[config.mk]
export PLATFORM = sky130hd
export DESIGN_NAME = bicubic_top
export DESIGN_NICKNAME = d
export VERILOG_FILES = /design/src/hw/bicubic_pkg.sv /design/src/hw/bicubic_regs_pkg.sv /design/src/hw/bicubic_csr.sv /design/src/hw/bicubic_hscale.sv /design/src/hw/bicubic_top.sv /design/src/hw/image_source.sv
export VERILOG_INCLUDE_DIRS = /design/src /design/src/include
export SDC_FILE = /design/constraint.sdc
export NUM_CORES = 2
export LEC_CHECK = 0
export BUFFER_PORTS_ARGS = -buffer_cell sky130_fd_sc_hd__buf_2
export CAP_MARGIN = 20
export CORE_AREA = 4 4 584 586
export DETAILED_ROUTE_END_ITERATION = 8
export DIE_AREA = 0 0 588 590
export SYNTH_ARGS = -nofsm -noshare
export SYNTH_HDL_FRONTEND = slang
export SYNTH_SLANG_ARGS = --single-unit
export TNS_END_PERCENT = 10
[constraint.sdc]
create_clock -name clk -period 14.3 [get_ports clk]
set_clock_uncertainty 0.15 [all_clocks]
set_input_delay 0.715 -clock clk [delete_from_list [all_inputs] [get_ports clk]]
set_output_delay 0.715 -clock clk [all_outputs]
set_load 0.01 [all_outputs]
[src/include/bicubic_defs.svh]
`ifndef BICUBIC_DEFS_SVH
`define BICUBIC_DEFS_SVH

// largest supported image, in pixels
`define BICUBIC_MAX_W 16
`define BICUBIC_MAX_H 8

// pixel memory holds MAX_W * MAX_H entries, addressed as row * 16 + column
`define BICUBIC_MEM_AW 7

// wishbone word address width
`define BICUBIC_WB_AW 8

`endif

[src/hw/bicubic_pkg.sv]
package bicubic_pkg;

    // one rgb888 pixel, red in the top byte
    typedef struct packed {
        logic [7:0] r;
        logic [7:0] g;
        logic [7:0] b;
    } pixel_t;

    // one stream beat between data-path blocks
    // last marks the final pixel of a row
    typedef struct packed {
        pixel_t pix;
        logic   last;
    } pix_beat_t;

endpackage

[src/hw/bicubic_regs_pkg.sv]
`include "bicubic_defs.svh"

package bicubic_regs_pkg;

    typedef struct packed {
        logic                      cyc;
        logic                      stb;
        logic                      we;
        logic [`BICUBIC_WB_AW-1:0] adr;
        logic [31:0]               dat_w;
    } wb_req_t;

    typedef struct packed {
        logic        ack;
        logic [31:0] dat_r;
    } wb_rsp_t;

    // control register layout, start sits in bit 0
    typedef struct packed {
        logic [20:0] rsvd;
        logic [3:0]  height;
        logic [4:0]  width;
        logic        bypass;
        logic        start;
    } ctrl_t;

    // pixel window word, zero-extended rgb888
    typedef struct packed {
        logic [7:0]          rsvd;
        bicubic_pkg::pixel_t pix;
    } pix_word_t;

    // one write word, decoded by address
    typedef union packed {
        ctrl_t     ctrl;
        pix_word_t pix;
    } reg_word_u;

    // image settings seen by the source and the interpolator
    typedef struct packed {
        logic       bypass;
        logic [4:0] width;
        logic [3:0] height;
    } img_cfg_t;

    localparam logic [`BICUBIC_WB_AW-1:0] REG_CTRL   = 8'd0;
    localparam logic [`BICUBIC_WB_AW-1:0] REG_STATUS = 8'd1;
    localparam logic [`BICUBIC_WB_AW-1:0] PIX_BASE   = 8'd128;

    localparam int STAT_BUSY_BIT = 0;
    localparam int STAT_DONE_BIT = 1;

endpackage

[src/hw/bicubic_csr.sv]
`timescale 1ns/1ns
`include "bicubic_defs.svh"

module bicubic_csr (
    input  logic                          clk,
    input  logic                          rst_n,
    input  bicubic_regs_pkg::wb_req_t     wb_req,
    output bicubic_regs_pkg::wb_rsp_t     wb_rsp,
    output bicubic_regs_pkg::img_cfg_t    cfg,
    output logic                          start,
    output logic                          mem_we,
    output logic [`BICUBIC_MEM_AW-1:0]    mem_addr,
    output bicubic_pkg::pixel_t           mem_pix,
    input  logic                          frame_done
);

    bicubic_regs_pkg::reg_word_u  wr_word;
    bicubic_regs_pkg::ctrl_t      rd_ctrl;
    bicubic_regs_pkg::img_cfg_t   cfg_q;
    logic [31:0]                  rd_status;
    logic [31:0]                  dat_r_q;
    logic                         req;
    logic                         ack_q;
    logic                         busy;
    logic                         done;
    logic                         start_q;
    logic                         mem_we_q;
    logic                         in_pix_win;
    logic                         ctrl_wr;
    logic                         degenerate;

    // a new request is one not already being acknowledged
    assign req        = wb_req.cyc && wb_req.stb && !ack_q;
    assign wr_word    = wb_req.dat_w;
    assign in_pix_win = wb_req.adr >= bicubic_regs_pkg::PIX_BASE;
    assign ctrl_wr    = req && wb_req.we && !busy && wb_req.adr == bicubic_regs_pkg::REG_CTRL;
    // too small to scale, finish without streaming
    assign degenerate = wr_word.ctrl.width < 5'd2 || wr_word.ctrl.height == 4'd0;

    always_comb begin
        rd_ctrl        = '0;
        rd_ctrl.bypass = cfg_q.bypass;
        rd_ctrl.width  = cfg_q.width;
        rd_ctrl.height = cfg_q.height;
        rd_status      = '0;
        rd_status[bicubic_regs_pkg::STAT_BUSY_BIT] = busy;
        rd_status[bicubic_regs_pkg::STAT_DONE_BIT] = done;
    end

    always_ff @(posedge clk or negedge rst_n) begin
        if (!rst_n) begin
            ack_q    <= 1'b0;
            start_q  <= 1'b0;
            mem_we_q <= 1'b0;
            busy     <= 1'b0;
            done     <= 1'b0;
            cfg_q    <= '0;
        end else begin
            ack_q    <= req;
            start_q  <= 1'b0;
            mem_we_q <= req && wb_req.we && in_pix_win && !busy;
            if (frame_done) begin
                busy <= 1'b0;
                done <= 1'b1;
            end
            if (ctrl_wr) begin
                cfg_q.bypass <= wr_word.ctrl.bypass;
                cfg_q.width  <= wr_word.ctrl.width;
                cfg_q.height <= wr_word.ctrl.height;
                if (wr_word.ctrl.start) begin
                    done    <= degenerate;
                    busy    <= !degenerate;
                    start_q <= !degenerate;
                end
            end
        end
    end

    always_ff @(posedge clk) begin
        if (req) begin
            if (wb_req.adr == bicubic_regs_pkg::REG_CTRL) begin
                dat_r_q <= rd_ctrl;
            end else if (wb_req.adr == bicubic_regs_pkg::REG_STATUS) begin
                dat_r_q <= rd_status;
            end else begin
                dat_r_q <= '0;
            end
        end
        // low address bits already give row * 16 + column
        if (req && wb_req.we && in_pix_win) begin
            mem_addr <= wb_req.adr[`BICUBIC_MEM_AW-1:0];
            mem_pix  <= wr_word.pix.pix;
        end
    end

    assign wb_rsp.ack   = ack_q;
    assign wb_rsp.dat_r = dat_r_q;
    assign cfg          = cfg_q;
    assign start        = start_q;
    assign mem_we       = mem_we_q;

    ack_follows_stb: assert property (@(posedge clk) disable iff (!rst_n)
        wb_rsp.ack |-> $past(wb_req.cyc && wb_req.stb));

endmodule

[src/hw/bicubic_hscale.sv]
`timescale 1ns/1ns

module bicubic_hscale (
    input  logic                        clk,
    input  logic                        rst_n,
    input  bicubic_regs_pkg::img_cfg_t  cfg,
    input  bicubic_pkg::pix_beat_t      src_beat,
    input  logic                        src_valid,
    output logic                        src_ready,
    output bicubic_pkg::pix_beat_t      out_beat,
    output logic                        out_valid,
    input  logic                        out_ready,
    output logic                        frame_done
);

    // taps -1 9 9 -1, round by 8, shift by 4, clamp to a byte
    function automatic logic [7:0] cubic_ch(input logic [7:0] a, input logic [7:0] b,
                                            input logic [7:0] c, input logic [7:0] d);
        int acc;
        acc = 9 * (int'(b) + int'(c)) - int'(a) - int'(d) + 8;
        acc = acc >>> 4;
        if (acc < 0) begin
            return 8'd0;
        end else if (acc > 255) begin
            return 8'd255;
        end
        return acc[7:0];
    endfunction

    function automatic bicubic_pkg::pixel_t cubic_pix(input bicubic_pkg::pixel_t a,
                                                      input bicubic_pkg::pixel_t b,
                                                      input bicubic_pkg::pixel_t c,
                                                      input bicubic_pkg::pixel_t d);
        bicubic_pkg::pixel_t p;
        p.r = cubic_ch(a.r, b.r, c.r, d.r);
        p.g = cubic_ch(a.g, b.g, c.g, d.g);
        p.b = cubic_ch(a.b, b.b, c.b, d.b);
        return p;
    endfunction

    bicubic_pkg::pixel_t     win [4];
    bicubic_pkg::pixel_t     push_pix;
    bicubic_pkg::pix_beat_t  out_q;
    bicubic_pkg::pix_beat_t  out_next;
    logic [1:0]              fill;
    logic [1:0]              flush_cnt;
    logic [3:0]              row_cnt;
    logic                    win_full;
    logic                    phase;
    logic                    win_last;
    logic                    out_valid_q;
    logic                    frame_done_q;
    logic                    out_free;
    logic                    out_load;
    logic                    push_ok;
    logic                    src_push;
    logic                    flush_push;
    logic                    push;
    logic                    emit;

    assign out_free   = !out_valid_q || out_ready;
    assign out_load   = cfg.bypass ? (src_valid && out_free) : (win_full && out_free);
    // window frees up in the cycle its half-sample leaves
    assign push_ok    = !win_full || (phase && out_load);
    assign src_ready  = cfg.bypass ? out_free : (push_ok && flush_cnt == 2'd0);
    assign src_push   = !cfg.bypass && src_valid && src_ready;
    assign flush_push = !cfg.bypass && push_ok && flush_cnt != 2'd0;
    assign push       = src_push || flush_push;
    assign push_pix   = flush_push ? win[3] : src_beat.pix;
    // from the third push on, the window spans k-1 .. k+2
    assign emit       = push && fill >= 2'd2;

    always_comb begin
        if (cfg.bypass) begin
            out_next = src_beat;
        end else if (!phase) begin
            out_next.pix  = win[1];
            out_next.last = 1'b0;
        end else begin
            out_next.pix  = cubic_pix(win[0], win[1], win[2], win[3]);
            out_next.last = win_last;
        end
    end

    always_ff @(posedge clk) begin
        if (src_push && fill == 2'd0) begin
            // left neighbour replicated from the first pixel
            for (int i = 0; i < 4; i++) begin
                win[i] <= src_beat.pix;
            end
        end else if (push) begin
            win[0] <= win[1];
            win[1] <= win[2];
            win[2] <= win[3];
            win[3] <= push_pix;
        end
        if (out_load) begin
            out_q <= out_next;
        end
    end

    always_ff @(posedge clk or negedge rst_n) begin
        if (!rst_n) begin
            fill         <= '0;
            flush_cnt    <= '0;
            win_full     <= 1'b0;
            phase        <= 1'b0;
            win_last     <= 1'b0;
            out_valid_q  <= 1'b0;
            row_cnt      <= '0;
            frame_done_q <= 1'b0;
        end else begin
            if (src_push && fill == 2'd0) begin
                fill <= 2'd1;
            end else if (flush_push && flush_cnt == 2'd1) begin
                fill <= 2'd0;
            end else if (push && fill != 2'd3) begin
                fill <= fill + 2'd1;
            end

            // two extra pushes of the last pixel close the row
            if (src_push && src_beat.last) begin
                flush_cnt <= 2'd2;
            end else if (flush_push) begin
                flush_cnt <= flush_cnt - 2'd1;
            end

            if (emit) begin
                win_full <= 1'b1;
                phase    <= 1'b0;
                win_last <= flush_push && flush_cnt == 2'd1;
            end else if (!cfg.bypass && out_load) begin
                phase <= !phase;
                if (phase) begin
                    win_full <= 1'b0;
                end
            end

            if (out_load) begin
                out_valid_q <= 1'b1;
            end else if (out_ready) begin
                out_valid_q <= 1'b0;
            end

            frame_done_q <= 1'b0;
            if (out_valid_q && out_ready && out_q.last) begin
                if (row_cnt == cfg.height - 4'd1) begin
                    row_cnt      <= '0;
                    frame_done_q <= 1'b1;
                end else begin
                    row_cnt <= row_cnt + 4'd1;
                end
            end
        end
    end

    assign out_beat   = out_q;
    assign out_valid  = out_valid_q;
    assign frame_done = frame_done_q;

    out_held: assert property (@(posedge clk) disable iff (!rst_n)
        out_valid && !out_ready |=> $stable(out_beat));

endmodule

[src/hw/bicubic_top.sv]
`timescale 1ns/1ns
`include "bicubic_defs.svh"

module bicubic_top (
    input  logic                        clk,
    input  logic                        rst_n,
    input  bicubic_regs_pkg::wb_req_t   wb_req,
    output bicubic_regs_pkg::wb_rsp_t   wb_rsp,
    output bicubic_pkg::pix_beat_t      out_beat,
    output logic                        out_valid,
    input  logic                        out_ready
);

    bicubic_regs_pkg::img_cfg_t    cfg;
    bicubic_pkg::pixel_t           mem_pix;
    bicubic_pkg::pix_beat_t        src_beat;
    logic [`BICUBIC_MEM_AW-1:0]    mem_addr;
    logic                          mem_we;
    logic                          start;
    logic                          src_valid;
    logic                          src_ready;
    logic                          frame_done;

    bicubic_csr u_csr (
        .clk        (clk),
        .rst_n      (rst_n),
        .wb_req     (wb_req),
        .wb_rsp     (wb_rsp),
        .cfg        (cfg),
        .start      (start),
        .mem_we     (mem_we),
        .mem_addr   (mem_addr),
        .mem_pix    (mem_pix),
        .frame_done (frame_done)
    );

    image_source u_source (
        .clk        (clk),
        .rst_n      (rst_n),
        .cfg        (cfg),
        .start      (start),
        .mem_we     (mem_we),
        .mem_addr   (mem_addr),
        .mem_pix    (mem_pix),
        .src_beat   (src_beat),
        .src_valid  (src_valid),
        .src_ready  (src_ready)
    );

    bicubic_hscale u_hscale (
        .clk        (clk),
        .rst_n      (rst_n),
        .cfg        (cfg),
        .src_beat   (src_beat),
        .src_valid  (src_valid),
        .src_ready  (src_ready),
        .out_beat   (out_beat),
        .out_valid  (out_valid),
        .out_ready  (out_ready),
        .frame_done (frame_done)
    );

endmodule

[src/hw/image_source.sv]
`timescale 1ns/1ns
`include "bicubic_defs.svh"

module image_source (
    input  logic                        clk,
    input  logic                        rst_n,
    input  bicubic_regs_pkg::img_cfg_t  cfg,
    input  logic                        start,
    input  logic                        mem_we,
    input  logic [`BICUBIC_MEM_AW-1:0]  mem_addr,
    input  bicubic_pkg::pixel_t         mem_pix,
    output bicubic_pkg::pix_beat_t      src_beat,
    output logic                        src_valid,
    input  logic                        src_ready
);

    localparam int ROW_W = $clog2(`BICUBIC_MAX_H);
    localparam int COL_W = $clog2(`BICUBIC_MAX_W);

    bicubic_pkg::pixel_t           mem [2**`BICUBIC_MEM_AW];
    bicubic_pkg::pix_beat_t        beat_q;
    logic [ROW_W-1:0]              row;
    logic [COL_W-1:0]              col;
    logic [ROW_W-1:0]              nrow;
    logic [COL_W-1:0]              ncol;
    logic [ROW_W-1:0]              ld_row;
    logic [COL_W-1:0]              ld_col;
    logic [`BICUBIC_MEM_AW-1:0]    rd_addr;
    logic                          pending;
    logic                          valid_q;
    logic                          col_last;
    logic                          frame_last;
    logic                          advance;
    logic                          load;

    // row and col point at the pixel currently presented
    assign col_last   = {1'b0, col} == cfg.width - 5'd1;
    assign frame_last = col_last && {1'b0, row} == cfg.height - 4'd1;
    assign advance    = valid_q && src_ready && !frame_last;
    assign load       = pending || advance;

    assign nrow    = col_last ? row + 1'b1 : row;
    assign ncol    = col_last ? '0 : col + 1'b1;
    // first fetch reads the current position, later ones the next
    assign ld_row  = pending ? row : nrow;
    assign ld_col  = pending ? col : ncol;
    assign rd_addr = {ld_row, ld_col};

    always_ff @(posedge clk or negedge rst_n) begin
        if (!rst_n) begin
            row     <= '0;
            col     <= '0;
            pending <= 1'b0;
            valid_q <= 1'b0;
        end else if (start) begin
            row     <= '0;
            col     <= '0;
            pending <= 1'b1;
            valid_q <= 1'b0;
        end else if (pending) begin
            pending <= 1'b0;
            valid_q <= 1'b1;
        end else if (valid_q && src_ready) begin
            if (frame_last) begin
                valid_q <= 1'b0;
            end else begin
                row <= nrow;
                col <= ncol;
            end
        end
    end

    // registered read, the beat changes only on a fetch
    always_ff @(posedge clk) begin
        if (mem_we) begin
            mem[mem_addr] <= mem_pix;
        end
        if (load) begin
            beat_q.pix  <= mem[rd_addr];
            beat_q.last <= {1'b0, ld_col} == cfg.width - 5'd1;
        end
    end

    assign src_beat  = beat_q;
    assign src_valid = valid_q;

    addr_in_row: assert property (@(posedge clk) disable iff (!rst_n)
        valid_q |-> ({1'b0, row, col} < {1'b0, row, {COL_W{1'b0}}} + 8'(cfg.width)));

endmodule

After elaboration in Yosys (flattened, before gate mapping)
Memories as Yosys holds them, arrays and structs flattened. A register that Yosys moved wholly into a read port is not among the register bits.
Cells that the tools add are included.
{"block": "classes", "n_addsub": 19, "n_mul": 3, "order_cmp": 9, "eq_ne": 9, "mux": 79, "bitwise": 5, "reduce_logical": 56}
{"cell": "subtractor 32 x 9 -> 32 bit", "count": 6}
{"cell": "two-way mux 24 bit", "count": 5}
{"cell": "adder 32 x 5 -> 32 bit, second input constant", "count": 3}
{"cell": "multiplier 5 x 32 -> 32 bit, first input constant", "count": 3}
{"cell": "greater-than comparator 28 x 9 -> 1 bit, second input constant", "count": 3}
{"cell": "< comparator 28 x 1 -> 1 bit, second input constant", "count": 3}
{"cell": "two-way mux 8 bit", "count": 9}
{"cell": "two-way mux 25 bit", "count": 2}
{"cell": "two-way mux 1 bit", "count": 43}
{"cell": "two-way mux 4 bit", "count": 7}
{"cell": "adder 8 x 8 -> 9 bit", "count": 3}
{"cell": "logical AND 1 bit", "count": 26}
{"cell": "two-way mux 3 bit", "count": 6}
{"cell": "two-way mux 2 bit", "count": 6}
{"cell": "nonzero test 2 bit", "count": 6}
{"cell": "two-way mux 11 bit", "count": 1}
{"cell": "equality test 4 x 5 -> 1 bit", "count": 2}
{"cell": "nonzero test 3 bit", "count": 3}
{"cell": "adder 4 x 1 -> 4 bit, second input constant", "count": 2}
{"cell": "equality test 8 x 1 -> 1 bit, second input constant", "count": 1}
{"cell": "greater-or-equal comparator 8 bit, second input constant", "count": 1}
{"cell": "logical NOT 1 bit", "count": 8}
{"cell": "logical NOT 8 bit", "count": 1}
{"cell": "inequality test 2 bit, second input constant", "count": 3}
{"cell": "18 further kinds", "count": 27}
{"block": "totals", "regBits": 126, "ramBits": 3168, "in_bits": 46, "output_inout_bits": 59, "wordCells": 214, "memories": 2}
{"memory": "u_source.mem", "depth": 128, "word_bits": 24, "rd": 1, "rd_ports_with_merged_regs": 1, "write_ports": 1, "line_no": "image_source.sv:20", "text": "bicubic_pkg::pixel_t mem [2**`BICUBIC_MEM_AW];"}
{"memory": "u_hscale.win", "depth": 4, "word_bits": 24, "rd": 4, "rd_ports_with_merged_regs": 0, "write_ports": 4, "line_no": "bicubic_hscale.sv:41", "text": "bicubic_pkg::pixel_t win [4];"}

Depth between registers and ports, before layout
{"block": "logic_depth", "depth_word": 14, "ltp_mapped": 22, "depth_no_buf": 22}

By module
A second synthesis with hierarchy kept.
{"block": "unflattened", "cells_unflattened": 11748, "area_unflattened_um2": 149638.5}
{"mod": "image_source", "n_inst": 1, "cells_per_inst": 10461, "area_per_inst_um2": 136473.4, "seq_area_each_um2": 93224.4}
{"mod": "bicubic_hscale", "n_inst": 1, "cells_per_inst": 1163, "area_per_inst_um2": 11030.6, "seq_area_each_um2": 3958.8}
{"mod": "bicubic_csr", "n_inst": 1, "cells_per_inst": 124, "area_per_inst_um2": 2134.5, "seq_area_each_um2": 1636.6}

Worst setup path after synthesis
Ideal clock, no wire load.
{"block": "synth_path", "path_kind": "reg-to-reg", "start": "memory u_hscale.win[2][16] (netlist bit)", "end": "register u_hscale.out_q, in the netlist u_hscale.out_beat[19] (data pin)", "arrival_time_ns": 5.350, "required_ns": 13.832, "setup_slack_ns": 8.482, "path_stages_with_launch": 22, "n_path_buf": 0, "synth_period_minus_slack_ns": 5.818, "cell_sequence": "edfxtp_1 > ha_1 > fa_1 > a21o_1 > a21oi_1 > o21bai_1 > a21oi_1 > xnor2_1 > inv_1 > fa_1 > ha_1 > ha_1 > a21o_1 > a21o_1 > a21o_1 > nand2_1 > nand3b_1 > a311oi_1 > ha_1 > inv_1 > a2111oi_0 > a31oi_1"}
{"item": "start, declared", "line_no": "bicubic_hscale.sv:41"}
{"item": "end signal, assigned", "line_no": "bicubic_hscale.sv:98", "text": "out_q <= out_next;"}
{"item": "end, declared", "line_no": "bicubic_hscale.sv:43", "text": "bicubic_pkg::pix_beat_t out_q;"}

Worst setup path in the final report
{"block": "layout_path", "start": "register u_csr.cfg_q, in the netlist u_csr.cfg[4]", "end": "register, netlist name u_source.src_beat[22]"}
{"block": "layout_between", "elab_chain_cells": 6}
{"item": "start, declared", "line_no": "bicubic_csr.sv:19", "text": "bicubic_regs_pkg::img_cfg_t cfg_q;"}
{"item": "subtractor 5 x 1 -> 5 bit *", "line_no": "image_source.sv:37", "text": "assign col_last = {1'b0, col} == cfg.width - 5'd1;"}
{"item": "equality test 4 x 5 -> 1 bit *", "line_no": "image_source.sv:37"}
{"item": "logical AND 1 bit", "line_no": "image_source.sv:38", "text": "assign frame_last = col_last && {1'b0, row} == cfg.height - 4'd1;"}
{"item": "logical NOT 1 bit", "line_no": "image_source.sv:39", "text": "assign advance = valid_q && src_ready && !frame_last;"}
{"item": "logical AND 1 bit", "line_no": "image_source.sv:39"}
{"item": "logical OR 1 bit", "line_no": "image_source.sv:40", "text": "assign load = pending || advance;"}
Mark *: on every way between the ends. The rest lies on a longest branch, timed or not.
A chain may end at the register's enable or synchronous reset.

==> summary.txt <==
Status
  – Outcome: finished, final reports clean

Layout
  – Most frequent cells in the layout: edfxtp_1, nand2_1, mux2i_1
  – Post-route core utilization: roughly 45%
  – Final Net Count: 8944
  – Area Overhead vs Synth: 13.38%
  – Most common cell after layout, fill and taps aside: edfxtp_1
  – Share of cells above drive strength 1: 13.79%

Detailed routing
  – Final antenna-violating net count: 0
  – Final wirelength: 388.4 mm
  – Post-DR wirelength/cell: 28.95 µm
  – DR vias/cell: 5.898
  – Drt drc: 0
  – First drt pass iteration count: 9
  – Iteration-0 DRC Markers: between 10000 and 15000
  – Vias: ~80000

CTS
  – Setup bufs post-CTS: 0
  – CTS tree: built
  – Quantity of hold-fixing buffers added after cts: 32
  – Clock transition at the registers of the reported paths: 0.06 ns
  – H-tree depth: 5
  – Sink Count: 3297
  – CTS Root Cell: clkbuf_16
  – Total CTS buffers: 349
  – Bufs on Longest Clock Path: 4
  – Post-CTS Resized: 0
  – Worst-Skew Late Latency: 0.96 ns

Global routing
  – Vias in the first global route: 76270
  – Total gr overflow: 0
  – Largest net degree at the start of global routing: between 150 and 200
  – First-pass GRT wire length: 550.3 mm
  – Initial antenna violation count: 38
  – Total GRT Usage: 21.62%

Worst setup path
  – Startpoint types: register
  – Data required time of the critical path: approximately 15 ns
  – Critical path type: reg2reg
  – Worst-path fanout max: 51
  – CP Capture Type: register
  – Crit path DAT: between 8 and 9 ns

Place
  – Port Buffers: 75
  – Placement Setup Slack: 6.386 ns
  – Hpwl dp: between 200 and 250 mm
  – GPL Wtd Cong: 0.9246

Floorplan
  – Die Y: 590 µm
  – Row cnt: ~210
  – DIE WIDTH: 588 µm
  – Initial Util: 39.90%
  – CORE AREA: 335800 µm²
  – Die area: 346900 µm²
  – I/O pin total: 105

Synthesis
  – Register area share after synthesis: 73.76%
  – Post-synth cell types: 88
  – Synth Warn #: 0
  – Post-synth EDFFs: 3260
  – Netlist Area Pre-Place: roughly 130000 µm²
  – Main synth FF type: edfxtp_1
  – Cells after synthesis: 8501
  – Syn Area/Cell: between 15 and 20 µm²
  – Post-synthesis async set-or-reset flop share: 1.122%
  – Post-synthesis register bit count: 3297

Timing
  – Fin worst setup slack: 6.404 ns
  – Final hold vios: 0
  – Worst Tran Pin Value: between 1 and 1.5 ns
  – Max Clk Rate: 126.6 MHz
  – Sum Neg Setup Slack: 0 ns
  – Final critical-path share of the clock period: 55.22%
  – RSZ-0062 raised after global routing: false
  – Post-layout min period: approximately 7.9 ns
  – Max-slew violations: 0
  – Final setup viols: 0
  – Rel. slew slack: between 10% and 20%

Pwr
  – PD cells: 185.5 nW/µm²
  – Leak pwr: ~49 nW
  – Total power: 28.17 mW
  – Maximum vdd drop: 0.4753 mV

Flow run
  – Max_cap viols: 0

Worst hold path
  – HP Class: in2reg
==> cell families after synthesis <==
logic type / share of synthesized area [%]
simple gates: 7.467
flops: 73.76
fa+ha+maj: 1.954
xor+xnor: 0.5482
buf+inv: 2.331
other cells: 0.002799
compound gates: 7.350
mux: 6.588
==> synthesized netlist by cell type (all sizes together) (127+ instances only) <==
cell | count | area (µm²)
a211oi | 408 | 3068
a31oi | 127 | 794.5
mux2i | 479 | 4795
clkbuf | 318 | 1194
nor2 | 191 | 724.4
nand2 | 1070 | 4019
o22ai | 180 | 1126
ha | 166 | 2077
o21ai | 149 | 745.7
buf | 246 | 1415
and3 | 281 | 1758
mux4 | 168 | 3784
inv | 136 | 510.5
nand3 | 330 | 1652
edfxtp | 3260 | 97890
==> path summary, 6_finish.rpt <==
path	endpoint	from	slack [ns]	cells past startpoint
min reg2reg	u_hscale.win_last	u_hscale.win_last	0.34	2
min	u_csr.mem_pix[19]	wb_req[19]	0.01	1
max	u_source.src_beat[22]	u_csr.cfg[4]	6.40	15
min in group asynchronous	u_hscale.fill[1]	rst_n	0.39	2
max in group asynchronous	u_source.pending	rst_n	12.91	2
max reg2reg	u_source.src_beat[22]	u_csr.cfg[4]	6.40	15
==> layout make-up <==
cell class              count  area [µm²]
fillers                 28680      183900
flip-flops and latches   3297       98820
multi-input cells        4523       32720
clock buffers             426        9138
well taps                4407        5514
repair buffers            397        3113
clock inverters           215        2047
inverters                 137       514.2
diodes                     15       37.54
==> state kept, by name, indices dropped and copies added, names as in the netlist, 2 cells and up <==
name                count
u_source.mem         3072
u_hscale.win           96
u_hscale.out_beat      25
u_source.src_beat      25
u_csr.mem_pix          24
u_csr.dat_r_q          11
u_csr.cfg              10
u_csr.mem_addr          7
u_hscale.row_cnt        4
u_source.col            4
u_source.row            3
u_hscale.fill           2
u_hscale.flush_cnt      2
==> power breakdown <==
part	total [mW]	internal, mW	switching [mW]
clock network	8.87	5.11	3.76
registers	10.9	10.8	0.120
logic	8.37	3.45	4.93
==> critical path, stage by stage (launching register included) <==
cell,delay [ns]
dfrtp_1,0.52
inv_1,0.11
ha_1,0.29
nand2b_1,0.20
a211oi_2,0.19
buf_4,0.30
o211a_4,0.47
o21a_4,0.68
buf_4,0.76
buf_4,0.71
buf_4,0.68
buf_4,0.84
mux4_2,0.62
a22oi_1,0.29
a31oi_1,0.24
a2111o_1,0.36
==> metrics by stage <==
| stage | instances | hold slack (ns) | area (µm²) |
|---|---|---|---|
| detailed placement | 12730 | 0.3247 | 140300 |
| global placement | 12730 | 0.3281 | 140300 |
| global route | 13410 | 0.03024 | 151900 |
| floorplan | 8521 | 0.2694 | 134100 |
| finish | 13420 | 0.01423 | 151900 |
| CTS | 13400 | 0.01629 | 151800 |
==> metal layers <==
layer | track usage, % | share of wire (%) | wire (µm) | vias to the layer above
met5 | 0 | 0.097 | 377 | -
met4 | 8.970 | 4.5 | 17580 | 12
met3 | 3.766 | 8.7 | 33650 | 667
met2 | 34.05 | 46 | 179500 | 3797
met1 | 29.81 | 41 | 157300 | 40780
li1 | - | - | - | 33880
No activity file was read; power rests on OpenSTA's default activity.
